File: src/include/rv_macros.svh
`ifndef RV_MACROS_SVH
`define RV_MACROS_SVH

// RV32I widths, fixed by the ISA

`define RV_XLEN    32  // Data, address and PC width
`define RV_REGADDR 5   // Register index width
`define RV_NREGS   32  // x0 to x31

`endif

File: src/rvCtrlPkg.sv
package rvCtrlPkg;

    // Operation class from maindecode to aludecode
    typedef enum logic [2:0] {
        ALUOP_RTYPE   = 3'b000,  // funct3 plus bit 30
        ALUOP_ITYPE   = 3'b001,  // funct3, bit 30 only for shifts
        ALUOP_ADDONLY = 3'b010,  // JAL, LUI, AUIPC
        ALUOP_BRANCH  = 3'b100,  // Compare select from funct3
        ALUOP_JALR    = 3'b101
    } aluOpE;

    typedef enum logic [3:0] {
        ALU_ADD  = 4'd0,
        ALU_SUB  = 4'd1,
        ALU_AND  = 4'd2,
        ALU_OR   = 4'd3,
        ALU_XOR  = 4'd4,
        ALU_SLL  = 4'd5,
        ALU_SRL  = 4'd6,
        ALU_SRA  = 4'd7,
        ALU_SLT  = 4'd8,
        ALU_SLTU = 4'd9,
        ALU_BEQ  = 4'd10,  // Compares from here on
        ALU_BNE  = 4'd11,
        ALU_BLT  = 4'd12,
        ALU_BGE  = 4'd13,
        ALU_BLTU = 4'd14,
        ALU_BGEU = 4'd15
    } aluCtrlE;

    typedef enum logic [2:0] {IMM_I, IMM_S, IMM_B, IMM_U, IMM_J} immSrcE;

    typedef enum logic [1:0] {
        RES_ALU,  // ALU output
        RES_PC4,  // Link address
        RES_IMM   // Immediate as is, for LUI
    } resultSrcE;

endpackage

File: src/rvIsaPkg.sv
`include "rv_macros.svh"

package rvIsaPkg;

    typedef logic [31:0]              instrT;    // Raw instruction word
    typedef logic [`RV_XLEN-1:0]      wordT;     // Data, address or PC
    typedef logic [`RV_REGADDR-1:0]   regAddrT;  // rs1, rs2 or rd index
    typedef logic [2:0]               funct3T;   // Instruction bits 14:12

    // Major opcodes in bits 6:0, only the ones this slice executes
    typedef enum logic [6:0] {
        OPC_OP     = 7'b0110011,  // R-type ALU
        OPC_OPIMM  = 7'b0010011,  // I-type ALU
        OPC_BRANCH = 7'b1100011,  // Conditional branches
        OPC_JAL    = 7'b1101111,
        OPC_JALR   = 7'b1100111,
        OPC_LUI    = 7'b0110111,
        OPC_AUIPC  = 7'b0010111
    } opcodeE;

endpackage
File: src/alu.sv
module alu import rvIsaPkg::*, rvCtrlPkg::*; (
    input  aluCtrlE aluctrlE,    // Operation select
    input  wordT    srcA,
    input  wordT    srcB,
    output wordT    aluResultE,
    output logic    condE        // Branch comparison outcome
);

    logic [4:0] shamt;
    wordT       diff;
    logic       ltSigned;
    logic       ltUnsigned;

    assign shamt      = srcB[4:0];  // RV32 shifts use 5 bits
    assign diff       = srcA - srcB;
    assign ltSigned   = $signed(srcA) < $signed(srcB);
    assign ltUnsigned = srcA < srcB;

    always_comb begin
        aluResultE = diff;  // Compares leave the difference
        condE      = 1'b0;
        case (aluctrlE)
            ALU_ADD:  aluResultE = srcA + srcB;
            ALU_SUB:  aluResultE = diff;
            ALU_AND:  aluResultE = srcA & srcB;
            ALU_OR:   aluResultE = srcA | srcB;
            ALU_XOR:  aluResultE = srcA ^ srcB;
            ALU_SLL:  aluResultE = srcA << shamt;
            ALU_SRL:  aluResultE = srcA >> shamt;
            ALU_SRA:  aluResultE = wordT'($signed(srcA) >>> shamt);  // Sign fill
            ALU_SLT:  aluResultE = wordT'(ltSigned);
            ALU_SLTU: aluResultE = wordT'(ltUnsigned);
            ALU_BEQ:  condE = (diff == '0);
            ALU_BNE:  condE = (diff != '0);
            ALU_BLT:  condE = ltSigned;
            ALU_BGE:  condE = !ltSigned;
            ALU_BLTU: condE = ltUnsigned;
            ALU_BGEU: condE = !ltUnsigned;
            default:  condE = 1'b0;
        endcase
    end

endmodule

File: src/aludecode.sv
module aludecode import rvIsaPkg::*, rvCtrlPkg::*; (
    input  funct3T  funct3D,   // Instruction bits 14:12
    input  logic    funct75D,  // Instruction bit 30
    input  aluOpE   aluopD,    // Class from maindecode
    output aluCtrlE aluctrlD   // Operation for the ALU
);

    always_comb begin
        case (aluopD)
            ALUOP_RTYPE: begin
                case ({funct3D, funct75D})
                    4'b0000: aluctrlD = ALU_ADD;
                    4'b0001: aluctrlD = ALU_SUB;   // Bit 30 set
                    4'b1000: aluctrlD = ALU_XOR;
                    4'b1100: aluctrlD = ALU_OR;
                    4'b1110: aluctrlD = ALU_AND;
                    4'b0010: aluctrlD = ALU_SLL;
                    4'b1010: aluctrlD = ALU_SRL;
                    4'b1011: aluctrlD = ALU_SRA;   // Same funct3 as SRL
                    4'b0100: aluctrlD = ALU_SLT;
                    4'b0110: aluctrlD = ALU_SLTU;
                    default: aluctrlD = ALU_ADD;   // Reserved encodings
                endcase
            end

            ALUOP_ITYPE: begin
                // Bit 30 is part of the immediate here, except for shifts
                case (funct3D)
                    3'b000: aluctrlD = ALU_ADD;    // ADDI
                    3'b100: aluctrlD = ALU_XOR;
                    3'b110: aluctrlD = ALU_OR;
                    3'b111: aluctrlD = ALU_AND;
                    3'b001: aluctrlD = ALU_SLL;    // SLLI
                    3'b101: begin
                        if (funct75D) begin
                            aluctrlD = ALU_SRA;    // SRAI
                        end else begin
                            aluctrlD = ALU_SRL;    // SRLI
                        end
                    end
                    3'b010: aluctrlD = ALU_SLT;
                    3'b011: aluctrlD = ALU_SLTU;
                    default: aluctrlD = ALU_ADD;
                endcase
            end

            ALUOP_BRANCH: begin
                case (funct3D)
                    3'b000: aluctrlD = ALU_BEQ;
                    3'b001: aluctrlD = ALU_BNE;
                    3'b100: aluctrlD = ALU_BLT;
                    3'b101: aluctrlD = ALU_BGE;
                    3'b110: aluctrlD = ALU_BLTU;
                    3'b111: aluctrlD = ALU_BGEU;
                    default: aluctrlD = ALU_ADD;   // 010 and 011 undefined
                endcase
            end

            ALUOP_JALR:    aluctrlD = ALU_ADD;     // rs1 + imm
            ALUOP_ADDONLY: aluctrlD = ALU_ADD;
            default:       aluctrlD = ALU_ADD;
        endcase
    end

endmodule

File: src/decexec.sv
module decexec import rvIsaPkg::*, rvCtrlPkg::*; (
    input  logic    clk,
    input  logic    rst,
    input  logic    validD,     // One strobe per instruction
    input  instrT   instrD,
    input  wordT    pcD,
    output logic    validW,     // Two cycles after validD
    output regAddrT rdW,
    output logic    regWriteW,
    output wordT    resultW,
    output logic    takenW,     // Branch taken or jump
    output wordT    targetW     // Branch or jump destination
);

    opcodeE    opcodeD;
    funct3T    funct3D;
    regAddrT   rs1D, rs2D, rdD;
    aluOpE     aluopD;
    immSrcE    immSrcD;
    resultSrcE resultSrcD;
    aluCtrlE   aluctrlD;
    logic      aluSrcD, regWriteD, branchD, jumpD, fwdA, fwdB;
    wordT      immD, rd1D, rd2D, rs1ValD, rs2ValD;

    logic      validE, aluSrcE, regWriteE, branchE, jumpE, jalrE, auipcE;
    logic      condE, takenE;
    aluCtrlE   aluctrlE;
    resultSrcE resSrcE;
    regAddrT   rdE;
    wordT      pcE, immE, rs1ValE, rs2ValE, srcAE, srcBE, aluResultE;
    wordT      resultE, targetSumE, targetE;

    assign opcodeD = opcodeE'(instrD[6:0]);
    assign rdD     = instrD[11:7];
    assign funct3D = instrD[14:12];
    assign rs1D    = instrD[19:15];
    assign rs2D    = instrD[24:20];

    maindecode u_maindecode (.opcodeD, .aluopD, .immSrcD, .aluSrcD, .resultSrcD,
                             .regWriteD, .branchD, .jumpD);
    aludecode u_aludecode (.funct3D, .funct75D(instrD[30]), .aluopD, .aluctrlD);
    immgen u_immgen (.instrD, .immSrcD, .immD);
    regfile u_regfile (.clk, .rst, .ra1(rs1D), .ra2(rs2D), .rd1(rd1D), .rd2(rd2D),
                       .we(validW && regWriteW), .wa(rdW), .wd(resultW));

    // Result still in execute, not yet in the register file
    assign fwdA    = validE && regWriteE && rdE != '0 && rdE == rs1D;
    assign fwdB    = validE && regWriteE && rdE != '0 && rdE == rs2D;
    assign rs1ValD = fwdA ? resultE : rd1D;
    assign rs2ValD = fwdB ? resultE : rd2D;

    always_ff @(posedge clk) begin
        if (rst) begin
            validE    <= 1'b0;
            regWriteE <= 1'b0;
            branchE   <= 1'b0;
            jumpE     <= 1'b0;
        end else begin
            validE <= validD;
            if (validD) begin
                regWriteE <= regWriteD;
                branchE   <= branchD;
                jumpE     <= jumpD;
            end
        end
    end

    always_ff @(posedge clk) begin
        if (validD) begin                       // Payload only
            pcE      <= pcD;
            immE     <= immD;
            rs1ValE  <= rs1ValD;
            rs2ValE  <= rs2ValD;
            rdE      <= rdD;
            aluctrlE <= aluctrlD;
            resSrcE  <= resultSrcD;
            aluSrcE  <= aluSrcD;
            jalrE    <= (aluopD == ALUOP_JALR);
            auipcE   <= (opcodeD == OPC_AUIPC);
        end
    end

    assign srcAE = auipcE ? pcE : rs1ValE;      // AUIPC adds to pc
    assign srcBE = aluSrcE ? immE : rs2ValE;

    alu u_alu (.aluctrlE, .srcA(srcAE), .srcB(srcBE), .aluResultE, .condE);

    assign targetSumE = (jalrE ? rs1ValE : pcE) + immE;
    assign targetE    = {targetSumE[31:1], targetSumE[0] & ~jalrE};  // JALR clears bit 0
    assign takenE     = (branchE && condE) || jumpE;

    always_comb begin
        case (resSrcE)
            RES_PC4: resultE = pcE + wordT'(4);  // Link value
            RES_IMM: resultE = immE;
            default: resultE = aluResultE;
        endcase
    end

    always_ff @(posedge clk) begin
        if (rst) begin
            validW    <= 1'b0;
            regWriteW <= 1'b0;
            takenW    <= 1'b0;
        end else begin
            validW    <= validE;
            regWriteW <= validE && regWriteE;
            takenW    <= validE && takenE;
        end
    end

    always_ff @(posedge clk) begin
        if (validE) begin
            rdW     <= rdE;
            resultW <= resultE;
            targetW <= targetE;
        end
    end

    // Nothing upstream checks the strobed word
    instrKnown: assert property (@(posedge clk) disable iff (rst)
                                 validD |-> !$isunknown({instrD, pcD}))
        else $error("decexec: instruction or pc unknown under validD");
    pcAligned: assert property (@(posedge clk) disable iff (rst) validD |-> pcD[1:0] == '0)
        else $error("decexec: pcD not word aligned");

endmodule

File: src/immgen.sv
module immgen import rvIsaPkg::*, rvCtrlPkg::*; (
    input  instrT  instrD,   // Full instruction word
    input  immSrcE immSrcD,  // Format from maindecode
    output wordT   immD      // Sign-extended immediate
);

    always_comb begin
        case (immSrcD)
            IMM_I: immD = {{20{instrD[31]}}, instrD[31:20]};
            IMM_S: immD = {{20{instrD[31]}}, instrD[31:25], instrD[11:7]};
            // Branch offsets are in halfwords, bit 0 implied
            IMM_B: immD = {{19{instrD[31]}}, instrD[31], instrD[7],
                           instrD[30:25], instrD[11:8], 1'b0};
            IMM_U: immD = {instrD[31:12], 12'b0};  // Upper 20 bits
            IMM_J: immD = {{11{instrD[31]}}, instrD[31], instrD[19:12],
                           instrD[20], instrD[30:21], 1'b0};
            default: immD = '0;
        endcase
    end

endmodule

File: src/maindecode.sv
module maindecode import rvIsaPkg::*, rvCtrlPkg::*; (
    input  opcodeE    opcodeD,     // Instruction bits 6:0
    output aluOpE     aluopD,      // Class for aludecode
    output immSrcE    immSrcD,     // Immediate format
    output logic      aluSrcD,     // Immediate into srcB
    output resultSrcE resultSrcD,  // Write-back select
    output logic      regWriteD,   // Instruction writes rd
    output logic      branchD,     // Conditional branch
    output logic      jumpD        // JAL or JALR
);

    always_comb begin
        aluopD     = ALUOP_ADDONLY;
        immSrcD    = IMM_I;
        aluSrcD    = 1'b0;
        resultSrcD = RES_ALU;
        regWriteD  = 1'b0;  // Stays low for unknown opcodes
        branchD    = 1'b0;
        jumpD      = 1'b0;
        case (opcodeD)
            OPC_OP: begin
                aluopD    = ALUOP_RTYPE;  // rs1 op rs2
                regWriteD = 1'b1;
            end
            OPC_OPIMM: begin
                aluopD    = ALUOP_ITYPE;
                aluSrcD   = 1'b1;         // rs1 op imm
                regWriteD = 1'b1;
            end
            OPC_BRANCH: begin
                aluopD  = ALUOP_BRANCH;
                immSrcD = IMM_B;          // Offset for the target adder
                branchD = 1'b1;
            end
            OPC_JAL: begin
                immSrcD    = IMM_J;
                resultSrcD = RES_PC4;     // rd gets pc + 4
                regWriteD  = 1'b1;
                jumpD      = 1'b1;
            end
            OPC_JALR: begin
                aluopD     = ALUOP_JALR;
                aluSrcD    = 1'b1;
                resultSrcD = RES_PC4;
                regWriteD  = 1'b1;
                jumpD      = 1'b1;
            end
            OPC_LUI: begin
                immSrcD    = IMM_U;
                resultSrcD = RES_IMM;     // ALU bypassed
                regWriteD  = 1'b1;
            end
            OPC_AUIPC: begin
                immSrcD   = IMM_U;
                aluSrcD   = 1'b1;         // pc + imm, srcA picked in execute
                regWriteD = 1'b1;
            end
            default: regWriteD = 1'b0;
        endcase
    end

endmodule

File: src/regfile.sv
`include "rv_macros.svh"

module regfile import rvIsaPkg::*; (
    input  logic    clk,
    input  logic    rst,
    input  regAddrT ra1,  // Read port A address
    input  regAddrT ra2,  // Read port B address
    output wordT    rd1,
    output wordT    rd2,
    input  logic    we,   // Write enable
    input  regAddrT wa,
    input  wordT    wd
);

    wordT regs [`RV_NREGS];

    always_ff @(posedge clk) begin
        if (rst) begin
            for (int i = 0; i < `RV_NREGS; i++) begin
                regs[i] <= '0;
            end
        end else if (we && wa != '0) begin  // x0 is hardwired
            regs[wa] <= wd;
        end
    end

    // Write-first, a same-cycle write shows on the read port
    always_comb begin
        if (ra1 == '0) begin
            rd1 = '0;
        end else if (we && ra1 == wa) begin
            rd1 = wd;
        end else begin
            rd1 = regs[ra1];
        end
        if (ra2 == '0) begin
            rd2 = '0;
        end else if (we && ra2 == wa) begin
            rd2 = wd;
        end else begin
            rd2 = regs[ra2];
        end
    end

endmodule

File: config.mk
export PLATFORM = sky130hd
export DESIGN_NAME = decexec
export DESIGN_NICKNAME = d
export VERILOG_FILES = /design/src/rvCtrlPkg.sv /design/src/rvIsaPkg.sv /design/src/alu.sv /design/src/aludecode.sv /design/src/decexec.sv /design/src/immgen.sv /design/src/maindecode.sv /design/src/regfile.sv
export VERILOG_INCLUDE_DIRS = /design/src /design/src/include
export SDC_FILE = /design/constraint.sdc
export NUM_CORES = 2
export LEC_CHECK = 0
export BUFFER_PORTS_ARGS = -buffer_cell sky130_fd_sc_hd__buf_2
export CORE_MARGIN = 1.5
export CORE_UTILIZATION = 38
export CTS_CLUSTER_DIAMETER = 120
export DETAILED_ROUTE_END_ITERATION = 12
export PLACE_DENSITY = 0.53
export SLEW_MARGIN = 20
export SYNTH_ARGS = -nofsm -noshare
export SYNTH_HDL_FRONTEND = slang
export SYNTH_HIERARCHICAL = 1
export SYNTH_SLANG_ARGS = --single-unit
File: constraint.sdc
create_clock -name clk -period 4.84 [get_ports clk]
set_input_delay 0.726 -clock clk [delete_from_list [all_inputs] [get_ports clk]]
set_output_delay 0.726 -clock clk [all_outputs]
set_load 0.005 [all_outputs]
==> impl_metrics.py <==
metrics = {
    "timing": {
        "setup_slack_ns": 0.123,
        "setup_viol": 0,
        "period_minus_slack_ns": 4.72,
        "tns_ns": 0,
        "tightest_slew_ns": 1.19,
        "fmax_mhz": 212,
        "slew_headroom_pct": 21.0,
        "hold_viol": 0,
        "report.final.slew_viol_count": 0,
        "fin_worst_skew_ns": 0.0573,
        "finalCritPeriodShare_pct": 97.5,
        "holdWs_ns": 0.110,
    },
    "grt": {
        "grt_use_total_pct": 31.2,
        "grt_max_degree": 76,
        "grt_pass1_vias": 56100,
        "grt_pass1_wl_mm": 450,
        "antenna_found_initial": 32,
        "grt-ovfl-total": 0,
    },
    "clock_tree": {
        "clk_latency_ns": 0.82,
        "hold_buffers": 0,
        "root_buffer": "clkbuf_16",
        "cts.clk_slew.worst_paths_ns": 0.07,
        "cts_tree": "done",
        "cts_buffers": 149,
        "clkSinkCount": 1242,
        "htree_levels": 4,
        "clockBufferDepth": 3,
    },
    "route": {
        "vias": 57800,
        "drc": 0,
        "drt_iter0_markers": 7103,
        "postRouteAntennaNets": 0,
        "wl_per_cell_um": 35.4,
        "viasPerCell": 6.26,
        "routed_wl_mm": 327,
        "drt_first_pass_iters": 8,
    },
    "floorplan": {
        "die_area_um2": 205000,
        "die_h_um": 453,
        "start_util_pct": 38.4,
        "ios": 139,
        "die_width_um": 453,
        "core-area_um2": 200000,
        "fp-row-count": 164,
    },
    "logic_synthesis": {
        "synth_cells": 6122,
        "synth_area_um2": 76900,
        "synth_ff_type": "edfxtp_1",
        "synth_seq_area_share_pct": 48.4,
        "synth_seq_cells": 1242,
        "avgSynthCellArea_um2": 12.6,
        "synth_edf_count": 1235,
        "ys_async_sr_fraction_pct": 0,
        "ys_types": 117,
        "yosys_warnings": 6,
    },
    "final_layout": {
        "nets": 6652,
        "n_fill_cell": 18400,
        "stdcell_area_um2": 88300,
        "layout.cells.non_filler": 9231,
        "multi_input_area_um2": 37000,
        "final-seq-area_um2": 37200,
        "utilization_pct": 44.1,
        "drive_above_1_share_pct": 25.6,
        "area_growth_pct": 14.8,
    },
    "worst_hold_path": {
        "min_to": "pcE[4]",
        "hp-start": "pcD[4]",
        "hold_class": "in2reg",
        "hold_path_depth": 1,
    },
    "worst_setup_path": {
        "cpMostUsedCell": "buf_4",
        "startpoint_type": "register",
        "critPathBufInv": 5,
        "path_cells": "buf_6 -> mux2_2 -> buf_4 -> ha_1 -> fa_2 -> a21o_1 -> a21oi_1 -> buf_4 -> o211ai_2 -> a41oi_2 -> nor3_2 -> buf_4 -> o21ba_2 -> a31o_2 -> a311oi_2 -> nor3_1 -> a211oi_1 -> buf_4 -> nand2b_4 -> mux2i_1 -> a31oi_1",
        "r2r_end": "rs2ValE[30]",
        "slowest_delay_ns": 0.37,
        "critical_path_class": "reg2reg",
        "required_ns": 5.46,
        "slowest_stage": "edfxtp_1",
        "worst_path_dominant_cell_family": "compound AO/OA/AOI/OAI gates",
        "worstRegToRegCells": 21,
        "r2r_start": "auipcE",
        "arrival_ns": 5.33,
        "reg2reg_slack_ns": 0.12,
        "crit_path_end_kind": "register",
        "crit_fanout": 7,
        "startpoint": "auipcE",
    },
    "placement": {
        "dp_hpwl_mm": 228,
        "portBuffers": 138,
        "gp_congestion": 0.987,
        "dpl_cell_area_um2": 83400,
        "placed_cells": 8949,
        "post-place-ws_ns": 0.0853,
    },
    "power": {
        "peakVddDrop_mv": 0.352,
        "power_mw": 31.1,
        "power.leakage_nw": 33.1,
        "pwr_density_cell_nw_per_um2": 353,
    },
    "status": {
        "run_status": "finished clean",
    },
    "run": {
        "cap_violations": 0,
    },
}
==> state kept, by name, summed over array words and instances, names as in the netlist, 2 cells and up <==
| register | flops |
|---|---|
| rs1ValE | 32 |
| immE | 32 |
| rs2ValE | 32 |
| resSrcE | 2 |
| targetW | 32 |
| aluctrlE | 4 |
| pcE | 32 |
| rdE | 5 |
| rdW | 5 |
| resultW | 32 |
| u_regfile/regs | 1024 |
==> layer usage <==
| metal | routed length, µm | global-route usage, % |
|---|---|---|
| met1 | 130000 | 41.1 |
| met2 | 153000 | 50.4 |
| met3 | 27900 | 5.75 |
| met4 | 15600 | 13.3 |
| met5 | 85 | 0 |
==> placed cells by master (no fill, tap or decap), types with 150 or more instances in the layout <==
cell type / instances
and2_1: 1002
edfxtp_1: 1235
mux2_2: 167
mux2i_1: 317
nor2_1: 237
mux4_2: 436
buf_4: 546
a22oi_1: 164
a21oi_1: 260
nand2_1: 208
clkbuf_16: 150
==> cells in the mapped netlist, drive strengths merged (58+ instances only) <==
library cell | number | area, µm²
edfxtp | 1235 | 37100
and2 | 1007 | 6300
mux4 | 454 | 10300
clkbuf | 395 | 1510
mux2i | 317 | 3170
a21oi | 272 | 1380
nor2 | 272 | 1020
nand2 | 209 | 787
buf | 175 | 1060
mux2 | 170 | 1920
a22oi | 164 | 1230
inv | 137 | 514
ha | 135 | 1690
o21ai | 124 | 621
xnor2 | 63 | 552
o22ai | 60 | 375
nand3 | 59 | 313
o221ai | 59 | 523
a22o | 58 | 508
==> worst max path at each step <==
stage,end,cells past startpoint
after floorplan,rs1ValE[22],22
after global placement,takenW,19
after detailed placement,takenW,19
after CTS,takenW,19
after global routing,rs2ValE[30],21
final,rs2ValE[30],21
==> logic make-up (layout without fill, tap and decap cells) <==
logic type                 count (synthesis)  count (layout)  share of synthesized area (%)
and+or+nand+nor                         1838            1838                           13.5
adders and majority gates                139             139                           2.29
buffers and inverters                    709            1119                           4.02
xor gates and xnor gates                  93              93                           1.06
muxes                                    941             941                           20.0
AOI/OAI and AO/OA                       1159            1159                           10.7
DFF                                     1242            1242                           48.4
other                                      1              44                        0.00488
==> area by class of cell <==
| class | instances | share of cell area (%) |
|---|---|---|
| Inverter | 139 | 0.591 |
| Tap cell | 2656 | 3.76 |
| Timing Repair Buffer | 713 | 6.19 |
| Sequential cell | 1242 | 42.2 |
| Multi-Input combinational cell | 4202 | 41.9 |
| Clock buffer | 190 | 4.42 |
| Antenna cell | 12 | 0.0340 |
| Clock inverter | 77 | 0.903 |
==> power by group <==
group          internal [mW]  switching [mW]  total, mW
combinational           2.81            4.55       7.37
clock                   6.19            4.78       11.0
sequential              12.4           0.407       12.8
==> what timing repair did <==
action / in CTS / in global routing
resized for setup: 0 / 24
endpoints found under the setup margin: 0 / 30
buffers inserted: 0 / 2
hold endpoints to repair: 0 / 0
No activity file was read; power rests on OpenSTA's default activity.
